File: config.mk
export PLATFORM = sky130hd
export DESIGN_NAME = periph_top
export DESIGN_NICKNAME = d
export VERILOG_FILES = /design/src/periph_pkg.sv /design/src/periph_gpio.sv /design/src/periph_io_mux.sv /design/src/periph_pwm.sv /design/src/periph_top.sv /design/src/wb_periph_bridge.sv
export VERILOG_INCLUDE_DIRS = /design/src
export SDC_FILE = /design/constraint.sdc
export NUM_CORES = 1
export LEC_CHECK = 0
export ABC_AREA = 1
export BUFFER_PORTS_ARGS = -buffer_cell sky130_fd_sc_hd__buf_4
export CAP_MARGIN = 20
export CORE_MARGIN = 4
export CORE_UTILIZATION = 59
export DETAILED_ROUTE_END_ITERATION = 7
export GPL_TIMING_DRIVEN = 0
export HOLD_SLACK_MARGIN = 0.12
export PLACE_DENSITY = 0.81
export SYNTH_ARGS = -nofsm -noshare
export SYNTH_HDL_FRONTEND = slang
export SYNTH_SLANG_ARGS = --single-unit
File: constraint.sdc
create_clock -name wb_clk_i -period 2.9 [get_ports wb_clk_i]
set_input_delay 0.58 -clock wb_clk_i [delete_from_list [all_inputs] [get_ports wb_clk_i]]
set_output_delay 0.58 -clock wb_clk_i [all_outputs]
set_load 0.01 [all_outputs]
File: src/periph_macros.svh
`ifndef PERIPH_MACROS_SVH
`define PERIPH_MACROS_SVH

`define PERIPH_IO_PADS      16
`define PERIPH_PWM_CHANNELS 4

// Address bits 23:16 select the peripheral
`define PERIPH_ID_PWM   8'h02
`define PERIPH_ID_GPIO  8'h03
`define PERIPH_ID_IOMUX 8'h04

// Word offsets, compared against address bits 15:2
`define GPIO_REG_OUT    14'd0
`define GPIO_REG_OE     14'd1
`define GPIO_REG_IN     14'd2
`define PWM_REG_EN      14'd0
`define PWM_REG_PERIOD  14'd1
`define PWM_REG_DUTY0   14'd2  // Channel c at DUTY0 + c
`define IOMUX_REG_SEL   14'd0

`endif

File: src/periph_pkg.sv
`default_nettype none

package periph_pkg;

	// Broadcast from the bridge to every peripheral
	typedef struct packed {
		logic        we;
		logic        oe;           // Read strobe
		logic [23:0] address;      // ID in 23:16, word offset in 15:2
		logic [3:0]  byte_select;
		logic [31:0] data_write;
	} periph_req_t;

	// One peripheral's answer to the current request
	typedef struct packed {
		logic        request_output; // Peripheral claims the access
		logic [31:0] data_read;
	} periph_rsp_t;

endpackage

`default_nettype wire

File: src/periph_gpio.sv
`timescale 1ns/1ps
`default_nettype none

`include "periph_macros.svh"

module periph_gpio (
	input  wire                          wb_clk_i,
	input  wire                          rst_i,
	input  wire periph_pkg::periph_req_t req_i,
	input  wire [`PERIPH_IO_PADS-1:0]    gpio_input_i,
	output periph_pkg::periph_rsp_t      rsp_o,
	output logic [`PERIPH_IO_PADS-1:0]   gpio_output_o,
	output logic [`PERIPH_IO_PADS-1:0]   gpio_oe_o
);

	localparam int unsigned BYTES = `PERIPH_IO_PADS / 8;

	logic [`PERIPH_IO_PADS-1:0] out_q;
	logic [`PERIPH_IO_PADS-1:0] oe_q;
	logic [`PERIPH_IO_PADS-1:0] sync_q;
	logic [`PERIPH_IO_PADS-1:0] in_q;
	logic                       hit;
	logic [13:0]                offset;

	assign hit    = (req_i.address[23:16] == `PERIPH_ID_GPIO);
	assign offset = req_i.address[15:2];

	assign gpio_output_o = out_q;
	assign gpio_oe_o     = oe_q;

	always_comb begin
		rsp_o.request_output = hit & (req_i.we | req_i.oe);
		case (offset)
			`GPIO_REG_OUT: rsp_o.data_read = 32'(out_q);
			`GPIO_REG_OE:  rsp_o.data_read = 32'(oe_q);
			`GPIO_REG_IN:  rsp_o.data_read = 32'(in_q);
			default:       rsp_o.data_read = '0;
		endcase
	end

	// Input register is read only, writes to it fall through
	always_ff @(posedge wb_clk_i) begin
		if (rst_i) begin
			out_q <= '0;
			oe_q  <= '0;
		end else if (hit && req_i.we) begin
			for (int b = 0; b < BYTES; b++) begin
				if (req_i.byte_select[b]) begin
					if (offset == `GPIO_REG_OUT)
						out_q[b*8 +: 8] <= req_i.data_write[b*8 +: 8];
					if (offset == `GPIO_REG_OE)
						oe_q[b*8 +: 8] <= req_i.data_write[b*8 +: 8];
				end
			end
		end
	end

	// Two-flop synchronizer for the pad inputs
	always_ff @(posedge wb_clk_i) begin
		sync_q <= gpio_input_i;
		in_q   <= sync_q;
	end

endmodule

`default_nettype wire

File: src/periph_io_mux.sv
`timescale 1ns/1ps
`default_nettype none

`include "periph_macros.svh"

module periph_io_mux (
	input  wire                              wb_clk_i,
	input  wire                              rst_i,
	input  wire periph_pkg::periph_req_t     req_i,
	input  wire [`PERIPH_IO_PADS-1:0]        gpio_output_i,
	input  wire [`PERIPH_IO_PADS-1:0]        gpio_oe_i,
	input  wire [`PERIPH_PWM_CHANNELS-1:0]   pwm_out_i,
	input  wire [`PERIPH_IO_PADS-1:0]        io_in_i,
	output periph_pkg::periph_rsp_t          rsp_o,
	output logic [`PERIPH_IO_PADS-1:0]       gpio_input_o,
	output logic [`PERIPH_IO_PADS-1:0]       io_out_o,
	output logic [`PERIPH_IO_PADS-1:0]       io_oeb_o
);

	localparam int unsigned BYTES = `PERIPH_IO_PADS / 8;

	logic [`PERIPH_IO_PADS-1:0] sel_q;   // 1 routes the pad to PWM
	logic                       hit;
	logic [13:0]                offset;

	assign hit    = (req_i.address[23:16] == `PERIPH_ID_IOMUX);
	assign offset = req_i.address[15:2];

	always_comb begin
		rsp_o.request_output = hit & (req_i.we | req_i.oe);
		rsp_o.data_read      = (offset == `IOMUX_REG_SEL) ? 32'(sel_q) : 32'd0;
	end

	always_ff @(posedge wb_clk_i) begin
		if (rst_i) begin
			sel_q <= '0;   // All pads start as GPIO
		end else if (hit && req_i.we && offset == `IOMUX_REG_SEL) begin
			for (int b = 0; b < BYTES; b++) begin
				if (req_i.byte_select[b])
					sel_q[b*8 +: 8] <= req_i.data_write[b*8 +: 8];
			end
		end
	end

	assign gpio_input_o = io_in_i;

	for (genvar p = 0; p < `PERIPH_IO_PADS; p++) begin : g_pad
		always_comb begin
			if (sel_q[p]) begin
				io_out_o[p] = pwm_out_i[p % `PERIPH_PWM_CHANNELS];
				io_oeb_o[p] = 1'b0;   // PWM pads always drive
			end else begin
				io_out_o[p] = gpio_output_i[p];
				io_oeb_o[p] = ~gpio_oe_i[p];
			end
		end
	end

endmodule

`default_nettype wire

File: src/periph_pwm.sv
`timescale 1ns/1ps
`default_nettype none

`include "periph_macros.svh"

module periph_pwm (
	input  wire                            wb_clk_i,
	input  wire                            rst_i,
	input  wire periph_pkg::periph_req_t   req_i,
	output periph_pkg::periph_rsp_t        rsp_o,
	output logic [`PERIPH_PWM_CHANNELS-1:0] pwm_out_o
);

	localparam int unsigned CH = `PERIPH_PWM_CHANNELS;

	logic [15:0]   period_q;
	logic [15:0]   duty_q [CH];
	logic [CH-1:0] en_q;
	logic [15:0]   cnt_q;
	logic          hit;
	logic          wr_en;
	logic [13:0]   offset;

	assign hit    = (req_i.address[23:16] == `PERIPH_ID_PWM);
	assign wr_en  = hit & req_i.we;
	assign offset = req_i.address[15:2];

	function automatic logic [15:0] merge16(input logic [15:0] old_v,
		input logic [31:0] wdata, input logic [3:0] sel);
		logic [15:0] v;
		v = old_v;
		if (sel[0])
			v[7:0] = wdata[7:0];
		if (sel[1])
			v[15:8] = wdata[15:8];
		return v;
	endfunction

	always_comb begin
		rsp_o.request_output = hit & (req_i.we | req_i.oe);
		rsp_o.data_read      = '0;
		if (offset == `PWM_REG_EN)
			rsp_o.data_read = 32'(en_q);
		else if (offset == `PWM_REG_PERIOD)
			rsp_o.data_read = 32'(period_q);
		for (int c = 0; c < CH; c++) begin
			if (offset == `PWM_REG_DUTY0 + 14'(c))
				rsp_o.data_read = 32'(duty_q[c]);
		end
	end

	always_ff @(posedge wb_clk_i) begin
		if (rst_i) begin
			period_q <= '0;
			en_q     <= '0;
			for (int c = 0; c < CH; c++)
				duty_q[c] <= '0;
		end else if (wr_en) begin
			if (offset == `PWM_REG_EN && req_i.byte_select[0])
				en_q <= req_i.data_write[CH-1:0];
			if (offset == `PWM_REG_PERIOD)
				period_q <= merge16(period_q, req_i.data_write, req_i.byte_select);
			for (int c = 0; c < CH; c++) begin
				if (offset == `PWM_REG_DUTY0 + 14'(c))
					duty_q[c] <= merge16(duty_q[c], req_i.data_write, req_i.byte_select);
			end
		end
	end

	// Restart on a period write so the count stays in range
	always_ff @(posedge wb_clk_i) begin
		if (rst_i)
			cnt_q <= '0;
		else if (wr_en && offset == `PWM_REG_PERIOD)
			cnt_q <= '0;
		else if (cnt_q >= period_q)
			cnt_q <= '0;   // Wrap, one PWM cycle is period+1 clocks
		else
			cnt_q <= cnt_q + 16'd1;
	end

	always_comb begin
		for (int c = 0; c < CH; c++)
			pwm_out_o[c] = en_q[c] & (cnt_q < duty_q[c]);
	end

	cnt_in_range: assert property (@(posedge wb_clk_i) disable iff (rst_i)
		cnt_q <= period_q);

endmodule

`default_nettype wire

File: src/periph_top.sv
`timescale 1ns/1ps
`default_nettype none

`include "periph_macros.svh"

module periph_top (
	input  wire                         wb_clk_i,
	input  wire                         rst_i,
	input  wire                         wb_cyc_i,
	input  wire                         wb_stb_i,
	input  wire                         wb_we_i,
	input  wire [3:0]                   wb_sel_i,
	input  wire [23:0]                  wb_adr_i,
	input  wire [31:0]                  wb_data_i,
	output wire                         wb_ack_o,
	output wire                         wb_error_o,
	output wire                         wb_stall_o,
	output wire [31:0]                  wb_data_o,
	input  wire [`PERIPH_IO_PADS-1:0]   io_in_i,
	output wire [`PERIPH_IO_PADS-1:0]   io_out_o,
	output wire [`PERIPH_IO_PADS-1:0]   io_oeb_o
);

	periph_pkg::periph_req_t periph_req;
	periph_pkg::periph_rsp_t gpio_rsp;
	periph_pkg::periph_rsp_t pwm_rsp;
	periph_pkg::periph_rsp_t iomux_rsp;

	wire [`PERIPH_IO_PADS-1:0]      gpio_input;
	wire [`PERIPH_IO_PADS-1:0]      gpio_output;
	wire [`PERIPH_IO_PADS-1:0]      gpio_oe;
	wire [`PERIPH_PWM_CHANNELS-1:0] pwm_out;

	wb_periph_bridge u_bridge (
		.wb_clk_i    (wb_clk_i),
		.rst_i       (rst_i),
		.wb_cyc_i    (wb_cyc_i),
		.wb_stb_i    (wb_stb_i),
		.wb_we_i     (wb_we_i),
		.wb_sel_i    (wb_sel_i),
		.wb_adr_i    (wb_adr_i),
		.wb_data_i   (wb_data_i),
		.wb_ack_o    (wb_ack_o),
		.wb_error_o  (wb_error_o),
		.wb_stall_o  (wb_stall_o),
		.wb_data_o   (wb_data_o),
		.req_o       (periph_req),
		.pwm_rsp_i   (pwm_rsp),
		.gpio_rsp_i  (gpio_rsp),
		.iomux_rsp_i (iomux_rsp)
	);

	periph_gpio u_gpio (
		.wb_clk_i      (wb_clk_i),
		.rst_i         (rst_i),
		.req_i         (periph_req),
		.gpio_input_i  (gpio_input),
		.rsp_o         (gpio_rsp),
		.gpio_output_o (gpio_output),
		.gpio_oe_o     (gpio_oe)
	);

	periph_pwm u_pwm (
		.wb_clk_i  (wb_clk_i),
		.rst_i     (rst_i),
		.req_i     (periph_req),
		.rsp_o     (pwm_rsp),
		.pwm_out_o (pwm_out)
	);

	periph_io_mux u_io_mux (
		.wb_clk_i      (wb_clk_i),
		.rst_i         (rst_i),
		.req_i         (periph_req),
		.gpio_output_i (gpio_output),
		.gpio_oe_i     (gpio_oe),
		.pwm_out_i     (pwm_out),
		.io_in_i       (io_in_i),
		.rsp_o         (iomux_rsp),
		.gpio_input_o  (gpio_input),
		.io_out_o      (io_out_o),
		.io_oeb_o      (io_oeb_o)
	);

endmodule

`default_nettype wire

File: src/wb_periph_bridge.sv
`timescale 1ns/1ps
`default_nettype none

module wb_periph_bridge (
	input  wire                     wb_clk_i,
	input  wire                     rst_i,
	input  wire                     wb_cyc_i,
	input  wire                     wb_stb_i,
	input  wire                     wb_we_i,
	input  wire [3:0]               wb_sel_i,
	input  wire [23:0]              wb_adr_i,
	input  wire [31:0]              wb_data_i,
	output logic                    wb_ack_o,
	output logic                    wb_error_o,
	output logic                    wb_stall_o,
	output logic [31:0]             wb_data_o,
	output periph_pkg::periph_req_t req_o,
	input  wire periph_pkg::periph_rsp_t pwm_rsp_i,
	input  wire periph_pkg::periph_rsp_t gpio_rsp_i,
	input  wire periph_pkg::periph_rsp_t iomux_rsp_i
);

	typedef enum logic {ST_IDLE, ST_BUSY} state_t;

	state_t      state_q;
	logic        we_q;
	logic        oe_q;
	logic [23:0] addr_q;
	logic [3:0]  sel_q;
	logic [31:0] wdata_q;
	logic        accept;
	logic        claimed;
	logic [31:0] rd_data;

	// Ack cycle also counts as stalled so a held strobe is not taken twice
	assign wb_stall_o = (state_q == ST_BUSY) | wb_ack_o | wb_error_o;
	assign accept     = wb_cyc_i & wb_stb_i & ~wb_stall_o;

	always_comb begin
		req_o.we          = we_q;
		req_o.oe          = oe_q;
		req_o.address     = addr_q;
		req_o.byte_select = sel_q;
		req_o.data_write  = wdata_q;
	end

	// Priority PWM, GPIO, IO mux
	always_comb begin
		claimed = 1'b1;
		rd_data = '1;
		if (pwm_rsp_i.request_output)
			rd_data = pwm_rsp_i.data_read;
		else if (gpio_rsp_i.request_output)
			rd_data = gpio_rsp_i.data_read;
		else if (iomux_rsp_i.request_output)
			rd_data = iomux_rsp_i.data_read;
		else
			claimed = 1'b0;   // Nobody home, answer with error
	end

	always_ff @(posedge wb_clk_i) begin
		if (rst_i) begin
			state_q    <= ST_IDLE;
			we_q       <= 1'b0;
			oe_q       <= 1'b0;
			wb_ack_o   <= 1'b0;
			wb_error_o <= 1'b0;
		end else begin
			wb_ack_o   <= 1'b0;
			wb_error_o <= 1'b0;
			case (state_q)
				ST_IDLE: if (accept) begin
					state_q <= ST_BUSY;
					we_q    <= wb_we_i;
					oe_q    <= ~wb_we_i;
				end
				ST_BUSY: begin
					state_q    <= ST_IDLE;
					we_q       <= 1'b0;
					oe_q       <= 1'b0;
					wb_ack_o   <= claimed;
					wb_error_o <= ~claimed;
				end
				default: state_q <= ST_IDLE;
			endcase
		end
	end

	always_ff @(posedge wb_clk_i) begin
		if (accept) begin
			addr_q  <= wb_adr_i;
			sel_q   <= wb_sel_i;
			wdata_q <= wb_data_i;
		end
		if (state_q == ST_BUSY)
			wb_data_o <= rd_data;
	end

	ack_err_exclusive: assert property (@(posedge wb_clk_i) disable iff (rst_i)
		!(wb_ack_o && wb_error_o));

	ack_after_request: assert property (@(posedge wb_clk_i) disable iff (rst_i)
		wb_ack_o |-> $past(req_o.we || req_o.oe));

endmodule

`default_nettype wire
# Yosys cells after proc, flatten, opt, wreduce, memory -nomap -nowiden
# Memory sizes are Yosys's and may differ from the RTL's.
# Index checks and enable logic that the tools add are counted.
totals:
  latchBits: 0
  out_inout_bits: 67
  mem_count: 1
  romBits: 0
  input_bits: 81
  regBits: 195
  mem_bits_rw: 64
mem_list:
  columns: ["memory", "words", "word_bits", "rd", "rd_clocked_by_memory_dff", "write_ports", "line", "text"]
  rows:
  - ["u_pwm.duty_q", 4, 16, 4, 0, 4, "periph_pwm.sv:17", "logic [15:0] duty_q [CH];"]
classes:
  eq_ne: 9
  n_addsub: 1
  n_div: 0
  n_mul: 0
  n_shift: 0
  bitwise_logic: 37
  muxes: 106
  n_reduce_logical: 17
  order_cmp: 5
ops:
  columns: ["operator", "count"]
  rows:
  - ["$mux W32", 8]
  - ["$mux W8", 32]
  - ["$mux W16", 6]
  - ["$lt A16 B16 Y1", 4]
  - ["$mux W1", 56]
  - ["$pmux W16 S3", 1]
  - ["$eq A14 B2 Y1 const B", 2]
  - ["$eq A14 B3 Y1 const B", 2]
  - ["$not A1 Y1", 20]
  - ["$reduce_and A3 Y1", 6]
  - ["$add A16 B1 Y16 const B", 1]
  - ["$eq A8 B2 Y1 const B", 2]
  - ["$ge A16 B16 Y1", 1]
  - ["$eq A14 B1 Y1 const B", 1]
  - ["$logic_not A14 Y1", 1]
  - ["$and A1 B1 Y1", 10]
  - ["$eq A8 B3 Y1 const B", 1]
  - ["$or A1 B1 Y1", 7]
  - ["$pmux W1 S2", 3]
  - ["$reduce_and A2 Y1", 3]
  - ["$logic_and A1 B1 Y1", 5]
  - ["$reduce_or A3 Y1", 1]
  - ["$ne A2 B1 Y1 const B", 1]
  - ["$reduce_or A2 Y1", 1]

# Longest topological paths before layout
depth:
  word_depth: 8
  depth_mapped: 13
  mapped_depth_nobuf: 11

# Cells and area by module
# A second synthesis with hierarchy kept.
unflattened:
  cells_unflattened: 1794
  hier_area_um2: 15025.7
modules_own_cells:
  columns: ["mod", "cells_per_inst", "area_per_inst_um2", "instances"]
  rows:
  - ["periph_pwm", 905, 7060.5, 1]
  - ["wb_periph_bridge", 267, 3702.3, 1]
  - ["periph_gpio", 357, 2791.4, 1]
  - ["periph_io_mux", 265, 1471.4, 1]

# Worst setup path before layout
# No wires, ideal clock.
synth_timing:
  path_kind: "input -> register"
  from: "input rst_i"
  to: "memory u_pwm.duty_q[3][0], enable pin"
  path_stages: 5
  slack_ps: 486
  t_required_ps: 2516
  arrival_ps: 2030
  cell_sequence: "buf_2 clkinv_1 clkbuf_1 nand4_1 o21ai_0"
synth_rtl:
  columns: ["item", "line", "text"]
  rows:
  - ["from (decl)", "periph_top.sv:8", "input wire rst_i,"]
  - ["to (decl)", "periph_pwm.sv:17", null]

# Final worst setup path
layout_timing:
  from: "register u_pwm.cnt_q[13]"
  to: "output io_out_o[3]"
layout_between:
  elab_chain_len: 3
layout_lines:
  columns: ["item", "line", "text"]
  rows:
  - ["from (decl)", "periph_pwm.sv:19", "logic [15:0] cnt_q;"]
  - ["from (signal assigned)", "periph_pwm.sv:79", "cnt_q <= cnt_q + 16'd1;"]
  - ["$lt A16 B16 Y1", "periph_pwm.sv:84", "pwm_out_o[c] = en_q[c] & (cnt_q < duty_q[c]);"]
  - ["$and A1 B1 Y1", "periph_pwm.sv:84", null]
  - ["$mux W1", "periph_io_mux.sv:49", "if (sel_q[p]) begin"]
  - ["to (decl)", "periph_top.sv:20", "output wire [`PERIPH_IO_PADS-1:0] io_out_o,"]
# No other way between the ends.

==> flow_metrics.tcl <==
set metrics [dict create \
    max_freq_mhz 344 \
    dpl_cell_area_um2 13800 \
    slew_headroom_pct 54.3 \
    synth.distinct_cells 37 \
    setup_tns_ps -9.36 \
    ios 148 \
    tightest_slew_ps 680 \
    hold_viol_final 0 \
    cts_buffers 26 \
    grt_max_degree 28 \
    die_h_um 153 \
    ant_nets 0 \
    p_per_area_nw_per_um2 523 \
    syn_avg_cell_area_um2 8.36 \
    clock_sinks 242 \
    comb_power_share_pct 4.0 \
    grt_pass1_wl_um 56200 \
    hold_end "u_gpio.sync_q[10]" \
    arrival_ps 2330 \
    first_pass_iters 5 \
    root_buffer "clkbuf_16" \
    hp-start "io_in_i[10]" \
    num_vias 10900 \
    finalNetCount 1808 \
    clk_pin_slew_ps 60 \
    min_period_ps 2910 \
    grt_util_met2_pct 49.7 \
    required_ps 2320 \
    synth_area_um2 12400 \
    drt_iter0_drc 1363 \
    rows 52 \
    worst_setup_path_start_kind "flop" \
    initial_core_util_pct 60.7 \
    syn_nets 1646 \
    post-route-drc-count 0 \
    clockBufferDepth 3 \
    violations "negative setup slack" \
    fin_area_um2 14900 \
    r2r_slack_ps 200 \
    die-area_um2 23500 \
    met3_usage_pct 4.16 \
    syn_to_final_growth_pct 20.1 \
    cts_tree "yes" \
    grt_pass1_vias 10600 \
    drv_slew 0 \
    p_int_mw 6.17 \
    fin_crit_sh_pct 100 \
    clkPwrFrac_pct 48.2 \
    crit-reg2reg-launch "u_bridge.state_q" \
    fill_cells 1534 \
    yosysSeqAreaShare_pct 48.7 \
    clock_latency_ps 550 \
    ir_drop_uv 678 \
    final_cell_mix "nand2_1 (258), inv_1 (214), nor2_1 (204), buf_4 (144), edfxtp_1 (121)" \
    setup_viol 1 \
    layout_commonest_cell "nand2_1" \
    switchingPower_mw 1.65 \
    grt_setup_unrepaired "yes" \
    sw_frac_of_total_pct 21.1 \
    coreArea_um2 20500 \
    ys_ff_latch 242 \
    gp_congestion 1.02 \
    cts.htree.levels 1 \
    leakage_nw 6.65 \
    wirelength_um 36400 \
    seqPwrFrac_pct 47.7 \
    crit_type "reg -> out" \
    grt_overflow 0 \
    wl_per_cell_um 18.8 \
    worstReg2RegEnd "u_bridge.addr_q[8]" \
    setup_ws_ps -9.36 \
    grt_util_all_layers_pct 30.2 \
    hold_path_class "in -> reg" \
    cts_hold_buf 0 \
    status "finished with violations" \
    final_util_pct 72.9 \
    diodes 0 \
    drive_above_1_share_pct 18.5 \
    finClkSkew_ps 26.8 \
    busiest_layer "met2" \
    cp_max_fo 8 \
    die_w_um 153 \
    hpwlAfterDp_um 27500 \
    netlist_instances 1488 \
    portBuffers 126 \
    r2r_cells 4 \
    vias_per_cell 5.62 \
    grt_use_met1_pct 40.1 \
    antenna_found_initial 0 \
    end_kind "output pin" \
    maxCapViolations 0 \
    hold_depth 1 \
    pre_cts_ws_ps -652 \
    yosysWarnings 0 \
]
-- worst max path at each step --
| stage | from | to | slack [ps] | cells past startpoint |
|---|---|---|---|---|
| floorplan | rst_i | u_pwm.duty_q[3][0] | 490 | 5 |
| global placement | rst_i | u_pwm.duty_q[3][12] | -570 | 5 |
| detailed placement | rst_i | u_pwm.duty_q[3][12] | -650 | 5 |
| CTS | u_pwm.duty_q[2][13] | io_out_o[2] | 0.3 | 10 |
| global route | u_pwm.cnt_q[13] | io_out_o[3] | -60 | 9 |
| finish | u_pwm.cnt_q[13] | io_out_o[3] | -9 | 9 |
-- kinds of logic (layout without fill, tap and decap cells) --
| kind of cell | Yosys count | after routing | synth area share [%] |
|---|---|---|---|
| XOR/XNOR | 14 | 14 | 0.986 |
| AO/OA/AOI/OAI | 198 | 198 | 8.10 |
| flip-flops | 242 | 242 | 48.7 |
| buffers and inverters | 285 | 467 | 9.95 |
| adder cells (fa/ha/maj) | 77 | 77 | 7.75 |
| AND/OR/NAND/NOR | 672 | 672 | 24.5 |
-- routing by layer --
| layer | wire, um | share of wire [%] |
|---|---|---|
| met4 | 1550 | 4.3 |
| met5 | 0 | 0 |
| met1 | 14300 | 39 |
| met3 | 3470 | 9.5 |
| met2 | 17000 | 47 |
-- registers in the layout (all words and copies together) (netlist names), 16 cells and up --
| register | cells |
|---|---|
| u_pwm.period_q | 16 |
| u_bridge.addr_q | 22 |
| u_gpio.gpio_oe_o | 16 |
| u_pwm.cnt_q | 16 |
| u_io_mux.sel_q | 16 |
| u_bridge.wb_data_o | 17 |
| u_gpio.gpio_output_o | 16 |
| u_pwm.duty_q | 64 |
| u_gpio.sync_q | 16 |
| u_bridge.wdata_q | 16 |
| u_gpio.in_q | 16 |
-- power by group through the flow --
| stage | Sequential (mW) | Combinational, mW | Clock (mW) |
|---|---|---|---|
| after global placement | 3.81 | 0.281 | 0 |
| after floorplan | 3.79 | 0.149 | 0 |
| after CTS | 3.73 | 0.305 | 3.79 |
| after detailed placement | 3.81 | 0.301 | 0 |
| after global routing | 3.74 | 0.345 | 3.94 |
| final | 3.73 | 0.316 | 3.77 |
-- synthesized netlist by cell type, drive strengths merged --
library cell	count	share of area, %
clkbuf	15	0.48
nor2	219	7.2
a21oi	78	3.1
edfxtp	121	29
inv	223	6.7
clkinv	4	0.18
o21a	5	0.30
nor3	28	1.1
nand2	277	8.6
ha	77	7.7
o2111ai	1	0.070
o21ai	114	4.6
buf	43	2.6
xor2	8	0.56
xnor2	6	0.42
nand3	107	4.8
dfxtp	121	19
nand4	26	1.7
nand3b	14	0.88
nor4	1	0.17
-- worst max-delay path, cell delays in order (launching register included) --
cell and delay (ps):
dfxtp_4 470, ha_1 290, nand2_1 70, inv_1 40, o21ai_1 130, nand2_1 110
a21oi_4 230, nand4_1 160, nand2_1 150, buf_4 140
-- final cells by class --
class | count | area, um2 | share of cell area [%]
plain buffers | 58 | 378 | 2.53
clock buffers | 33 | 751 | 5.03
clock inverters | 15 | 240 | 1.61
inverters | 227 | 860 | 5.75
multi-input cells | 961 | 5270 | 35.3
flip-flops and latches | 242 | 6090 | 40.8
well taps | 270 | 338 | 2.26
repair buffers | 134 | 1010 | 6.78
-- through the flow --
step | instances | power [mW] | hold WS (ps)
6_report | 1940 | 7.82 | 137
3_5_place_dp | 1889 | 4.11 | 312
2_1_floorplan | 1488 | 3.94 | 310
3_3_place_gp | 1884 | 4.09 | 311
4_1_cts | 1937 | 7.82 | 122
5_1_grt | 1940 | 8.02 | 129
-- what timing repair did --
item,in CTS,in global routing
pin swaps,0,8
buffers inserted,0,1
setup endpoints to repair,57,32
resized for setup,28,33
Power figures use the tool's default switching activity.
